`src/s16_pkg.sv`:
```
/*
 * Shared constants and types for the System 16B main bus glue.
 * Regions are the top three word address bits, 2 MB each.
 */
package s16_pkg;

    // Bus widths
    localparam int ADDR_W = 23;   // Word address, bits 23:1
    localparam int DATA_W = 16;
    localparam int ROM_AW = 18;   // Banked ROM word address

    // Regions 0 to 2 belong to the program ROM
    localparam logic [2:0] REGION_RAM  = 3'd3;
    localparam logic [2:0] REGION_ORAM = 3'd4;
    localparam logic [2:0] REGION_VRAM = 3'd5;
    localparam logic [2:0] REGION_PAL  = 3'd6;
    localparam logic [2:0] REGION_IO   = 3'd7;

    localparam logic [7:0] OPEN_BUS_BYTE = 8'hff;   // Undriven byte reads high

    // Board variants, taken from the game ID
    typedef enum logic [2:0] {
        PCB_5521,
        PCB_5358_SMALL,
        PCB_5358_LARGE,
        PCB_5797,
        PCB_KOREAN
    } pcb_t;

    // I/O groups, address bits 13:12
    typedef enum logic [1:0] {
        IO_SYSTEM = 2'd0,
        IO_PLAYER = 2'd1,
        IO_DIP    = 2'd2,
        IO_OPEN   = 2'd3
    } io_group_t;

    // Registered chip selects
    typedef struct packed {
        logic rom;
        logic ram;
        logic vram;
        logic chr;    // Character RAM
        logic obj;
        logic pal;
        logic io;
        logic tbank;  // Tile bank register write
    } s16_cs_t;

endpackage

```
`src/s16_bus_if.sv`:
```
/*
 * CPU bus inside the design. All strobes active low.
 * No clock here, the signals follow the top-level ports directly.
 */
`timescale 1ns/10ps

interface s16_bus_if;

    logic [s16_pkg::ADDR_W:1]   addr;    // Word address
    logic                       as_n;
    logic                       uds_n;
    logic                       lds_n;
    logic                       rnw;
    logic [s16_pkg::DATA_W-1:0] wdata;

    // Address decoder sees the whole cycle but no data
    modport decoder (
        input addr,
        input as_n,
        input uds_n,
        input lds_n,
        input rnw
    );

    // Peripherals only take lower-byte writes
    modport periph (
        input addr,
        input lds_n,
        input rnw,
        input wdata
    );

endinterface

```
`src/s16_data_return.sv`:
```
/*
 * Read data return and DTACK. DTACK waits as long as the selected
 * ROM or RAM reports not ready, there is no timeout here.
 */
`timescale 1ns/10ps

module s16_data_return (
    input  logic                          clk,
    input  logic                          rst,
    input  s16_pkg::s16_cs_t              cs,
    input  logic [s16_pkg::DATA_W-1:0]    ram_data,
    input  logic [s16_pkg::DATA_W-1:0]    rom_data,
    input  logic [s16_pkg::DATA_W-1:0]    char_dout,
    input  logic [s16_pkg::DATA_W-1:0]    pal_dout,
    input  logic [s16_pkg::DATA_W-1:0]    obj_dout,
    input  logic [7:0]                    cab_dout,
    input  logic                          ram_ok,
    input  logic                          rom_ok,
    output logic [s16_pkg::DATA_W-1:0]    cpu_din,
    output logic                          dtack_n
);

    logic ram_side;    // Work RAM and VRAM share one port
    logic bus_busy;
    logic any_sel;

    assign ram_side = cs.ram || cs.vram;
    assign bus_busy = (cs.rom && !rom_ok) || (ram_side && !ram_ok);
    assign any_sel  = cs.rom || ram_side || cs.chr || cs.obj || cs.pal || cs.io;

    // Tile bank write has nothing to wait for
    assign dtack_n = !((any_sel && !bus_busy) || cs.tbank);

    always_ff @(posedge clk or posedge rst) begin
        if (rst) begin
            cpu_din <= '0;
        end else if (ram_side) begin
            if (ram_ok)
                cpu_din <= ram_data;
        end else if (cs.rom) begin
            if (rom_ok)
                cpu_din <= rom_data;
        end else if (cs.chr) begin
            cpu_din <= char_dout;
        end else if (cs.pal) begin
            cpu_din <= pal_dout;
        end else if (cs.obj) begin
            cpu_din <= obj_dout;
        end else if (cs.io) begin
            cpu_din <= {s16_pkg::OPEN_BUS_BYTE, cab_dout};
        end
        // Unmapped addresses keep the last value
    end

endmodule

```
`src/s16_io_ports.sv`:
```
/*
 * Cabinet inputs, video control and tile bank registers.
 * Only lower-byte writes are decoded. Inputs are passed as given,
 * so their polarity is whatever the cabinet wiring supplies.
 */
`timescale 1ns/10ps

module s16_io_ports (
    input  logic             clk,
    input  logic             rst,
    s16_bus_if.periph        bus,
    input  s16_pkg::s16_cs_t cs,
    input  logic [7:0]       joystick1,
    input  logic [7:0]       joystick2,
    input  logic [7:0]       joystick3,
    input  logic [7:0]       joystick4,
    input  logic [3:0]       start_button,
    input  logic [3:0]       coin_input,
    input  logic             service,
    input  logic             dip_test,
    input  logic [7:0]       dipsw_a,
    input  logic [7:0]       dipsw_b,
    output logic [7:0]       cab_dout,
    output logic             flip,
    output logic             video_en,
    output logic [5:0]       tile_bank
);

    s16_pkg::io_group_t group;
    logic [7:0]         sys_inputs;
    logic [7:0]         joy_sel;
    logic               lo_wr;

    assign group = s16_pkg::io_group_t'(bus.addr[13:12]);
    assign lo_wr = !bus.rnw && !bus.lds_n;

    // Coins, test, service, starts
    assign sys_inputs = {2'b11, start_button[1:0], service, dip_test, coin_input[1:0]};

    always_comb begin
        case (bus.addr[2:1])
            2'd0:    joy_sel = joystick1;
            2'd1:    joy_sel = joystick2;
            2'd2:    joy_sel = joystick3;
            default: joy_sel = joystick4;
        endcase
    end

    always_comb begin
        case (group)
            s16_pkg::IO_SYSTEM: cab_dout = sys_inputs;
            s16_pkg::IO_PLAYER: cab_dout = joy_sel;
            s16_pkg::IO_DIP:    cab_dout = bus.addr[1] ? dipsw_b : dipsw_a;
            default:            cab_dout = s16_pkg::OPEN_BUS_BYTE;
        endcase
    end

    // Video control lives in the system group
    always_ff @(posedge clk or posedge rst) begin
        if (rst) begin
            video_en <= 1'b0;
            flip     <= 1'b0;
        end else if (cs.io && group == s16_pkg::IO_SYSTEM && lo_wr) begin
            video_en <= bus.wdata[5];
            flip     <= bus.wdata[6];
        end
    end

    // Two 3-bit halves, picked by A1
    always_ff @(posedge clk or posedge rst) begin
        if (rst) begin
            tile_bank <= '0;
        end else if (cs.tbank && lo_wr) begin
            if (bus.addr[1])
                tile_bank[5:3] <= bus.wdata[2:0];
            else
                tile_bank[2:0] <= bus.wdata[2:0];
        end
    end

endmodule

```
`src/s16_main_bus.sv`:
```
/*
 * System 16B main board glue, seen from the 68000 bus.
 * No CPU, mapper, MCU or decryption inside; one clock domain.
 */
`timescale 1ns/10ps

module s16_main_bus (
    input  logic                          clk,
    input  logic                          rst,
    input  logic [7:0]                    game_id,
    // CPU bus
    input  logic [23:1]                   addr,
    input  logic                          as_n,
    input  logic                          uds_n,
    input  logic                          lds_n,
    input  logic                          rnw,
    input  logic [s16_pkg::DATA_W-1:0]    wdata,
    // Cabinet
    input  logic [7:0]                    joystick1,
    input  logic [7:0]                    joystick2,
    input  logic [7:0]                    joystick3,
    input  logic [7:0]                    joystick4,
    input  logic [3:0]                    start_button,
    input  logic [3:0]                    coin_input,
    input  logic                          service,
    input  logic                          dip_test,
    input  logic [7:0]                    dipsw_a,
    input  logic [7:0]                    dipsw_b,
    // Memories
    input  logic [s16_pkg::DATA_W-1:0]    ram_data,
    input  logic [s16_pkg::DATA_W-1:0]    rom_data,
    input  logic [s16_pkg::DATA_W-1:0]    char_dout,
    input  logic [s16_pkg::DATA_W-1:0]    pal_dout,
    input  logic [s16_pkg::DATA_W-1:0]    obj_dout,
    input  logic                          ram_ok,
    input  logic                          rom_ok,
    output logic                          rom_cs,
    output logic                          ram_cs,
    output logic                          vram_cs,
    output logic                          char_cs,
    output logic                          objram_cs,
    output logic                          pal_cs,
    output logic [s16_pkg::ROM_AW-1:0]    rom_addr,
    output logic [s16_pkg::DATA_W-1:0]    cpu_din,
    output logic                          dtack_n,
    output logic                          flip,
    output logic                          video_en,
    output logic [5:0]                    tile_bank
);

    s16_pkg::s16_cs_t cs;
    logic [7:0]       cab_dout;

    s16_bus_if bus ();

    assign bus.addr  = addr;
    assign bus.as_n  = as_n;
    assign bus.uds_n = uds_n;
    assign bus.lds_n = lds_n;
    assign bus.rnw   = rnw;
    assign bus.wdata = wdata;

    // Memory-side selects
    assign rom_cs    = cs.rom;
    assign ram_cs    = cs.ram;
    assign vram_cs   = cs.vram;
    assign char_cs   = cs.chr;
    assign objram_cs = cs.obj;
    assign pal_cs    = cs.pal;

    s16_mem_map u_mem_map (
        .clk      (clk),
        .rst      (rst),
        .bus      (bus),
        .game_id  (game_id),
        .cs       (cs),
        .rom_addr (rom_addr)
    );

    s16_io_ports u_io_ports (
        .clk          (clk),
        .rst          (rst),
        .bus          (bus),
        .cs           (cs),
        .joystick1    (joystick1),
        .joystick2    (joystick2),
        .joystick3    (joystick3),
        .joystick4    (joystick4),
        .start_button (start_button),
        .coin_input   (coin_input),
        .service      (service),
        .dip_test     (dip_test),
        .dipsw_a      (dipsw_a),
        .dipsw_b      (dipsw_b),
        .cab_dout     (cab_dout),
        .flip         (flip),
        .video_en     (video_en),
        .tile_bank    (tile_bank)
    );

    s16_data_return u_data_return (
        .clk       (clk),
        .rst       (rst),
        .cs        (cs),
        .ram_data  (ram_data),
        .rom_data  (rom_data),
        .char_dout (char_dout),
        .pal_dout  (pal_dout),
        .obj_dout  (obj_dout),
        .cab_dout  (cab_dout),
        .ram_ok    (ram_ok),
        .rom_ok    (rom_ok),
        .cpu_din   (cpu_din),
        .dtack_n   (dtack_n)
    );

endmodule

```
`src/s16_mem_map.sv`:
```
/*
 * Board variant decode, chip selects and ROM banking.
 * Selects are registered and clear as soon as as_n is sampled high.
 * No programmable mapper: the region is addr[23:21].
 */
`timescale 1ns/10ps

module s16_mem_map (
    input  logic                          clk,
    input  logic                          rst,
    s16_bus_if.decoder                    bus,
    input  logic [7:0]                    game_id,
    output s16_pkg::s16_cs_t              cs,
    output logic [s16_pkg::ROM_AW-1:0]    rom_addr
);

    s16_pkg::pcb_t    pcb;
    s16_pkg::pcb_t    pcb_next;
    s16_pkg::s16_cs_t cs_next;
    logic [2:0]       region;
    logic [1:0]       bank;
    logic             strobe;    // Either data strobe active
    logic             is_5797;

    assign region  = bus.addr[23:21];
    assign bank    = region[1:0];    // Only meaningful in regions 0 to 2
    assign strobe  = !(bus.uds_n && bus.lds_n);
    assign is_5797 = (pcb == s16_pkg::PCB_5797);

    // Variant from game ID bits 7:3
    always_comb begin
        casez (game_id[7:3])
            5'b001??: pcb_next = s16_pkg::PCB_5797;
            5'b0001?: begin
                if (game_id == 8'h10 || game_id == 8'h15 || game_id == 8'h1a)
                    pcb_next = s16_pkg::PCB_5358_LARGE;
                else
                    pcb_next = s16_pkg::PCB_5358_SMALL;
            end
            5'b00001: pcb_next = s16_pkg::PCB_KOREAN;
            default:  pcb_next = s16_pkg::PCB_5521;    // Also covers 5704
        endcase
    end

    always_ff @(posedge clk or posedge rst) begin
        if (rst)
            pcb <= s16_pkg::PCB_5521;
        else
            pcb <= pcb_next;
    end

    // Select decode for the current address
    always_comb begin
        cs_next = '0;
        if (is_5797)
            cs_next.rom = (region == 3'd0) && bus.rnw;
        else
            cs_next.rom = (region <= 3'd2) && bus.rnw;

        cs_next.chr  = (region == s16_pkg::REGION_VRAM) && bus.addr[16];
        cs_next.vram = (region == s16_pkg::REGION_VRAM) && !bus.addr[16] && strobe;
        cs_next.ram  = (region == s16_pkg::REGION_RAM) && strobe;
        cs_next.obj  = (region == s16_pkg::REGION_ORAM);
        cs_next.pal  = (region == s16_pkg::REGION_PAL);
        cs_next.io   = (region == s16_pkg::REGION_IO);

        // 5797 shares regions 1 and 2 with the dropped multiplier and timers
        if (is_5797)
            cs_next.tbank = (region == 3'd1 || region == 3'd2)
                            && bus.addr[13:12] == 2'd2 && !bus.rnw;
        else
            cs_next.tbank = (region == 3'd2) && !bus.rnw;
    end

    always_ff @(posedge clk or posedge rst) begin
        if (rst)
            cs <= '0;
        else if (!bus.as_n)
            cs <= cs_next;
        else
            cs <= '0;    // Drop everything at end of cycle
    end

    // ROM bank translation, combinational
    always_comb begin
        case (pcb)
            s16_pkg::PCB_5797:       rom_addr = bus.addr[18:1];
            s16_pkg::PCB_5358_LARGE: rom_addr = {bank, bus.addr[16:1]};
            s16_pkg::PCB_5358_SMALL: rom_addr = {1'b0, bank, bus.addr[15:1]};
            s16_pkg::PCB_KOREAN:     rom_addr = {1'b0, bus.addr[17:1]};
            default:                 rom_addr = {bank[0], bus.addr[17:1]};   // 512 kB
        endcase
    end

endmodule

```
`config.mk`:
```
export PLATFORM = sky130hd
export DESIGN_NAME = s16_main_bus
export DESIGN_NICKNAME = d
export VERILOG_FILES = /design/src/s16_pkg.sv /design/src/s16_bus_if.sv /design/src/s16_data_return.sv /design/src/s16_io_ports.sv /design/src/s16_main_bus.sv /design/src/s16_mem_map.sv
export SDC_FILE = /design/constraint.sdc
export NUM_CORES = 1
export LEC_CHECK = 0
export ABC_CLOCK_PERIOD_IN_PS = 3300
export BUFFER_PORTS_ARGS = -buffer_cell sky130_fd_sc_hd__buf_2
export CAP_MARGIN = 5
export CORE_ASPECT_RATIO = 0.5
export CORE_MARGIN = 2
export CORE_UTILIZATION = 43
export CTS_BUF_LIST = sky130_fd_sc_hd__clkbuf_4 sky130_fd_sc_hd__clkbuf_8
export DETAILED_ROUTE_END_ITERATION = 8
export PLACE_DENSITY = 0.94
export SLEW_MARGIN = 20
export SYNTH_ARGS = -nofsm -noshare
export SYNTH_HDL_FRONTEND = slang
export SYNTH_SLANG_ARGS = --single-unit
```
`constraint.sdc`:
```
create_clock -name clk -period 3.3 [get_ports clk]
set_input_delay 0.165 -clock clk [delete_from_list [all_inputs] [get_ports clk]]
set_output_delay 0.165 -clock clk [all_outputs]
set_load 0.02 [all_outputs]
```
* After elaboration in Yosys (flattened, before gate mapping)
Cells that the tools add are included.
** Operators by class
- Bitwise gates (word level) :: 1
- Equal/unequal tests :: 23
- Multiplexer cells :: 17
- Magnitude comparators :: 1
- Reduce and logical (&&, ||, !) cells :: 43
** Operators by type and width (number)
- two-way mux 16 bit :: 8
- one-hot mux 18 bit (4 select lines) :: 1
- one-hot mux 8 bit (3 select lines) :: 2
- == test 8 x 5 -> 1 bit, second input constant :: 3
- logical AND 1 bit :: 17
- two-way mux 8 bit :: 2
- == test 3 bit, second input constant :: 5
- == test 3 x 2 -> 1 bit, second input constant :: 4
- logical OR 1 bit :: 11
- == test 3 x 1 -> 1 bit, second input constant :: 3
- one-hot mux 3 bit (3 select lines) :: 1
- zero test 1 bit :: 8
- nonzero test 6 bit :: 1
- == test 5 x 1 -> 1 bit, second input constant :: 1
- == test 2 x 1 -> 1 bit, second input constant :: 2
- == test 2 bit, second input constant :: 2
- == test 4 x 1 -> 1 bit, second input constant :: 1
- zero test 2 bit :: 2
- AND reduction 2 bit :: 2
- <= comparator 3 x 2 -> 1 bit, second input constant :: 1
- zero test 3 bit :: 1
- inequality test 3 x 2 -> 1 bit, second input constant :: 1
- AND reduction 3 bit :: 1
- two-way mux 1 bit :: 2
- other kinds (3) :: 3
** Word-level totals
- Bits in registers :: 35
- Bits of input ports :: 193
- Output and inout bits :: 49
- Logic and storage cells :: 99

* Longest topological paths before layout
- Word-level depth :: 9
- Gate-level depth with buffers :: 6
- Mapped depth without buffers :: 4

* By module
Synthesis repeated with hierarchy kept, for this count alone.
** Unflattened totals
- Cell total of the unflattened synthesis :: 307
- Area total of the unflattened synthesis :: 3006.6 µm²
** By module, submodules not included
- s16_data_return :: times used 1, seq. area each 400.4 µm², area an instance 1457.6 µm², cells an instance 169
- s16_io_ports :: times used 1, seq. area each 200.2 µm², area an instance 810.8 µm², cells an instance 61
- s16_mem_map :: times used 1, seq. area each 275.3 µm², area an instance 738.2 µm², cells an instance 77

* Worst setup path after synthesis
Ideal clock, no wire load.
- Path kind :: reg2out
- From :: register u_mem_map.cs[5] (netlist name)
- To :: output port dtack_n
- Buffers on the path :: 2
- Required time :: 3.135 ns
- Path slack :: 1.450 ns
- Cell stages (with the launch flop) :: 7
- Arrival time :: 1.685 ns
- Cells stage by stage :: dfrtp_1 or2_2 clkbuf_1 nand2_1 buf_4 a21boi_0 nor2_1
** Between the ends
- Longest elaborated chain between the ends :: 9
- Elaborated cells on any way between the ends :: 12
- Those cells by class :: 12 x reduce/logical
** RTL lines
- logical OR 1 bit * :: line s16_data_return.sv:27 : assign ram_side = cs.ram || cs.vram;
- logical OR 1 bit (5 in a row) :: line s16_data_return.sv:29 : assign any_sel = cs.rom || ram_side || cs.chr || cs.obj || cs.pal || cs.io;
- logical AND 1 bit * :: line s16_data_return.sv:32 : assign dtack_n = !((any_sel && !bus_busy) || cs.tbank);
- logical OR 1 bit * :: line s16_data_return.sv:32
- zero test 1 bit * :: line s16_data_return.sv:32
- end: declaration :: line s16_main_bus.sv:45 : output logic dtack_n,
Every way passes the cells marked *; elsewhere a longest branch is shown, timed or not.

* Worst setup path in the final report
- From :: register u_mem_map.cs[4] (netlist name)
- To :: output port dtack_n
** Between the ends
- Longest elaborated chain between the ends :: 7
** RTL lines (line)
- logical OR 1 bit (4 in a row) :: s16_data_return.sv:29
- logical AND 1 bit :: s16_data_return.sv:32
- logical OR 1 bit :: s16_data_return.sv:32
- zero test 1 bit :: s16_data_return.sv:32
No other way between the ends.

==> results.yml <==
run_status:
  status: "finished clean"
power:
  seq_power_share_pct: 36.3
  p_leak_nw: 1.96
  report.power.total_mw: 1.44
  power_density_nw_per_um2: 363
  switchingPower_uw: 481
  internal_power_uw: 961
  clockPowerShare_pct: 28.1
  combPwrFrac_pct: 35.6
  irDropWorstVdd_v: 0.000191
  sw_frac_of_total_pct: 33.4
clocking:
  clockRootBuffer: "clkbuf_8"
  cts_setup_buffers: 0
  post_cts_resized: 0
  cts_tree: "built"
  worst_skew_pair.late_latency_ns: 0.29
  cts_sinks: 35
  postCtsHoldBufs: 1
  cts_buffers: 5
  cts.clk_slew.worst_paths_ns: 0.07
  cts_max_level: 2
  clockBufferDepth: 2
layout:
  final_area_um2: 3970
  filler_cell_count: 594
  drive_above_1_share_pct: 48.7
  antenna_cells: 0
  nets: 691
  area_growth_pct: 34.8
placement:
  placed_cell_area_um2: 3840
  dpl.hpwl_um: 8090
  io_buffers: 202
  place_congestion: 0.919
yosys:
  ys.flop_type: "dfrtp_1"
  syn-num-nets: 520
  ys_ff_latch: 35
  netlist_area_um2: 2950
  synth_top_cell_area_share_pct: 29.7
  synth_cell_types: 54
  yosysSeqAreaShare_pct: 29.7
  postSynthAreaPerCell_um2: 9.01
  yosys.area.top_type: "dfrtp_1"
  yosysWarningCount: 0
  synth-edff-count: 0
  synth_cells: 327
  synth_area_leaders: "dfrtp_1 (30%), mux2_2 (5.7%), o221ai_1 (4.8%)"
  async_reset_ff_share_pct: 100
sta:
  skew_ns: 0.00996
  fmax_mhz: 398
  setup_tns_ns: 0
  period_share_pct: 76.1
  fin_crit_ns: 2.51
  maxSlewViolCount: 0
  finalHoldViolCount: 0
  whs_ns: 0.0416
  slew_headroom_pct: 44.0
  worstMarginPinSlew_ns: 0.840
  rsz0062_at_grt: "no"
  setup_viol: 0
route:
  drc: 0
  dr.max_layer_used: "met4"
  viasPerCell: 5.81
  route.antenna.remaining_nets: 0
  first_pass_iters: 6
  dr_total_vias: 3431
  wire_per_inst_um: 17.6
  drt-met1-wl_um: 4080
  wl_met2_um: 5280
  drt-initial-drc-count: 262
  wirelength_um: 10400
  wl_met3_um: 783
global_route:
  grt_pass1_wl_um: 16500
  antenna_found_initial: 0
  gr-total-overflow: 0
  grt_pass1_vias: 3396
  grt_max_degree: 36
  grt_usage_pct: 27.4
critical_path:
  arrival_ns: 2.35
  crit_path_start_kind: "flip-flop"
  cp_max_fo: 22
  critPathCaptureType: "primary output"
  cp.required_ns: 3.13
  critPathKind: "reg -> out"
floorplanning:
  fp.dieH_um: 62.5
  num_io_pins: 242
  die_w_um: 121
  std_cell_rows: 21
  start_util_pct: 44.3
  dieArea_um2: 7570
  core_area_um2: 6650
min_path:
  holdCritPathClass: "in -> reg"
job:
  max-cap-violations: 0
-- power groups by stage --
stage	clock network [mW]	registers, mW	logic (mW)
2_1_floorplan	0	0.597	0.249
3_3_place_gp	0	0.530	0.496
3_5_place_dp	0	0.531	0.509
4_1_cts	0.407	0.523	0.513
5_1_grt	0.430	0.531	0.554
6_report	0.405	0.524	0.514
-- cell families (layout without fill, tap and decap cells) --
group | after synthesis | count (layout) | synth area share [%]
flip-flops | 35 | 35 | 29.7
multiplexers | 29 | 29 | 13.0
buffers and inverters | 53 | 225 | 9.90
AO/OA/AOI/OAI | 109 | 109 | 29.4
AND/OR/NAND/NOR | 99 | 99 | 17.3
XOR/XNOR | 2 | 2 | 0.595
-- worst paths after layout --
kind                                  from                         to  slack [ns]  cells past startpoint
setup reg to reg           u_mem_map.cs[4]  u_data_return.cpu_din[11]        1.04                      4
hold / removal                  game_id[6]           u_mem_map.pcb[0]        0.04                      2
max in group asynchronous              rst            u_mem_map.cs[6]        2.45                      4
min in group asynchronous              rst  u_data_return.cpu_din[12]        0.52                      4
hold reg to reg            u_io_ports.flip            u_io_ports.flip        0.51                      1
setup / recovery           u_mem_map.cs[4]                    dtack_n        0.79                      5
-- critical path: stages (launching register included) --
cell and delay, ns:
dfrtp_1 0.70, or4_4 0.70, o21ai_0 0.16, a21boi_0 0.14
nor2_1 0.18, buf_2 0.20
-- per-layer routing --
layer | GRT usage, % | vias up
li1 | - | 1591
met1 | 34.1 | 1653
met2 | 47.5 | 161
met3 | 5.57 | 26
met4 | 9.30 | 0
met5 | 0 | -
-- placed cells by master, fill, tap and decap left out, drive strengths merged, types with 2 or more instances in the layout --
cell type / count
o41ai: 2
nor2: 14
nand2: 30
a32oi: 2
a221oi: 8
mux2i: 8
or2: 2
a211oi: 2
a221o: 6
nor2b: 11
o31ai: 2
nor3: 11
nor3b: 3
o211a: 2
buf: 205
a21oi: 13
o22ai: 6
o221ai: 18
inv: 11
mux2: 15
clkbuf: 6
a211o: 7
nand3b: 2
o211ai: 13
a31oi: 13
and3: 6
a21boi: 7
nand3: 10
mux4: 6
dfrtp: 35
nand2b: 5
-- Yosys cell counts (6+ instances only) --
cell type,number
and3_1,6
nor2b_1,11
nor2_1,14
nor3_1,11
clkbuf_1,16
o22ai_1,6
dfrtp_1,35
o221ai_1,16
a221o_1,6
a21boi_0,7
inv_1,11
mux2i_1,8
buf_4,17
mux2_2,15
nand3_1,10
a211o_1,7
a21oi_1,13
mux4_2,6
a221oi_1,8
a31oi_1,13
o211ai_1,12
nand2_1,29
-- final cells by class --
cell class	count	area (µm²)	area share (%)
clock inverters	2	35.0	0.882
multi-input cells	239	1780	44.8
inverters	11	41.3	1.04
repair buffers	206	1040	26.3
clock buffers	6	82.6	2.08
flip-flops and latches	35	876	22.1
well taps	92	115	2.90
-- stage by stage --
stage / util, % / worst slack [ns] / std cells
after global routing: 59.7 / 0.669 / 591
after floorplan: - / 1.45 / 327
after global placement: 57.8 / 1.12 / 582
after detailed placement: 57.8 / 1.06 / 582
final: 59.7 / 0.788 / 591
after CTS: 59.7 / 0.807 / 591
-- flip-flops by register name, indices dropped and copies added (netlist names) --
signal,flops
u_data_return.cpu_din,16
u_io_ports.flip,1
u_io_ports.tile_bank,6
u_io_ports.video_en,1
u_mem_map.cs,8
u_mem_map.pcb,3
No activity file was read; power rests on OpenSTA's default activity.
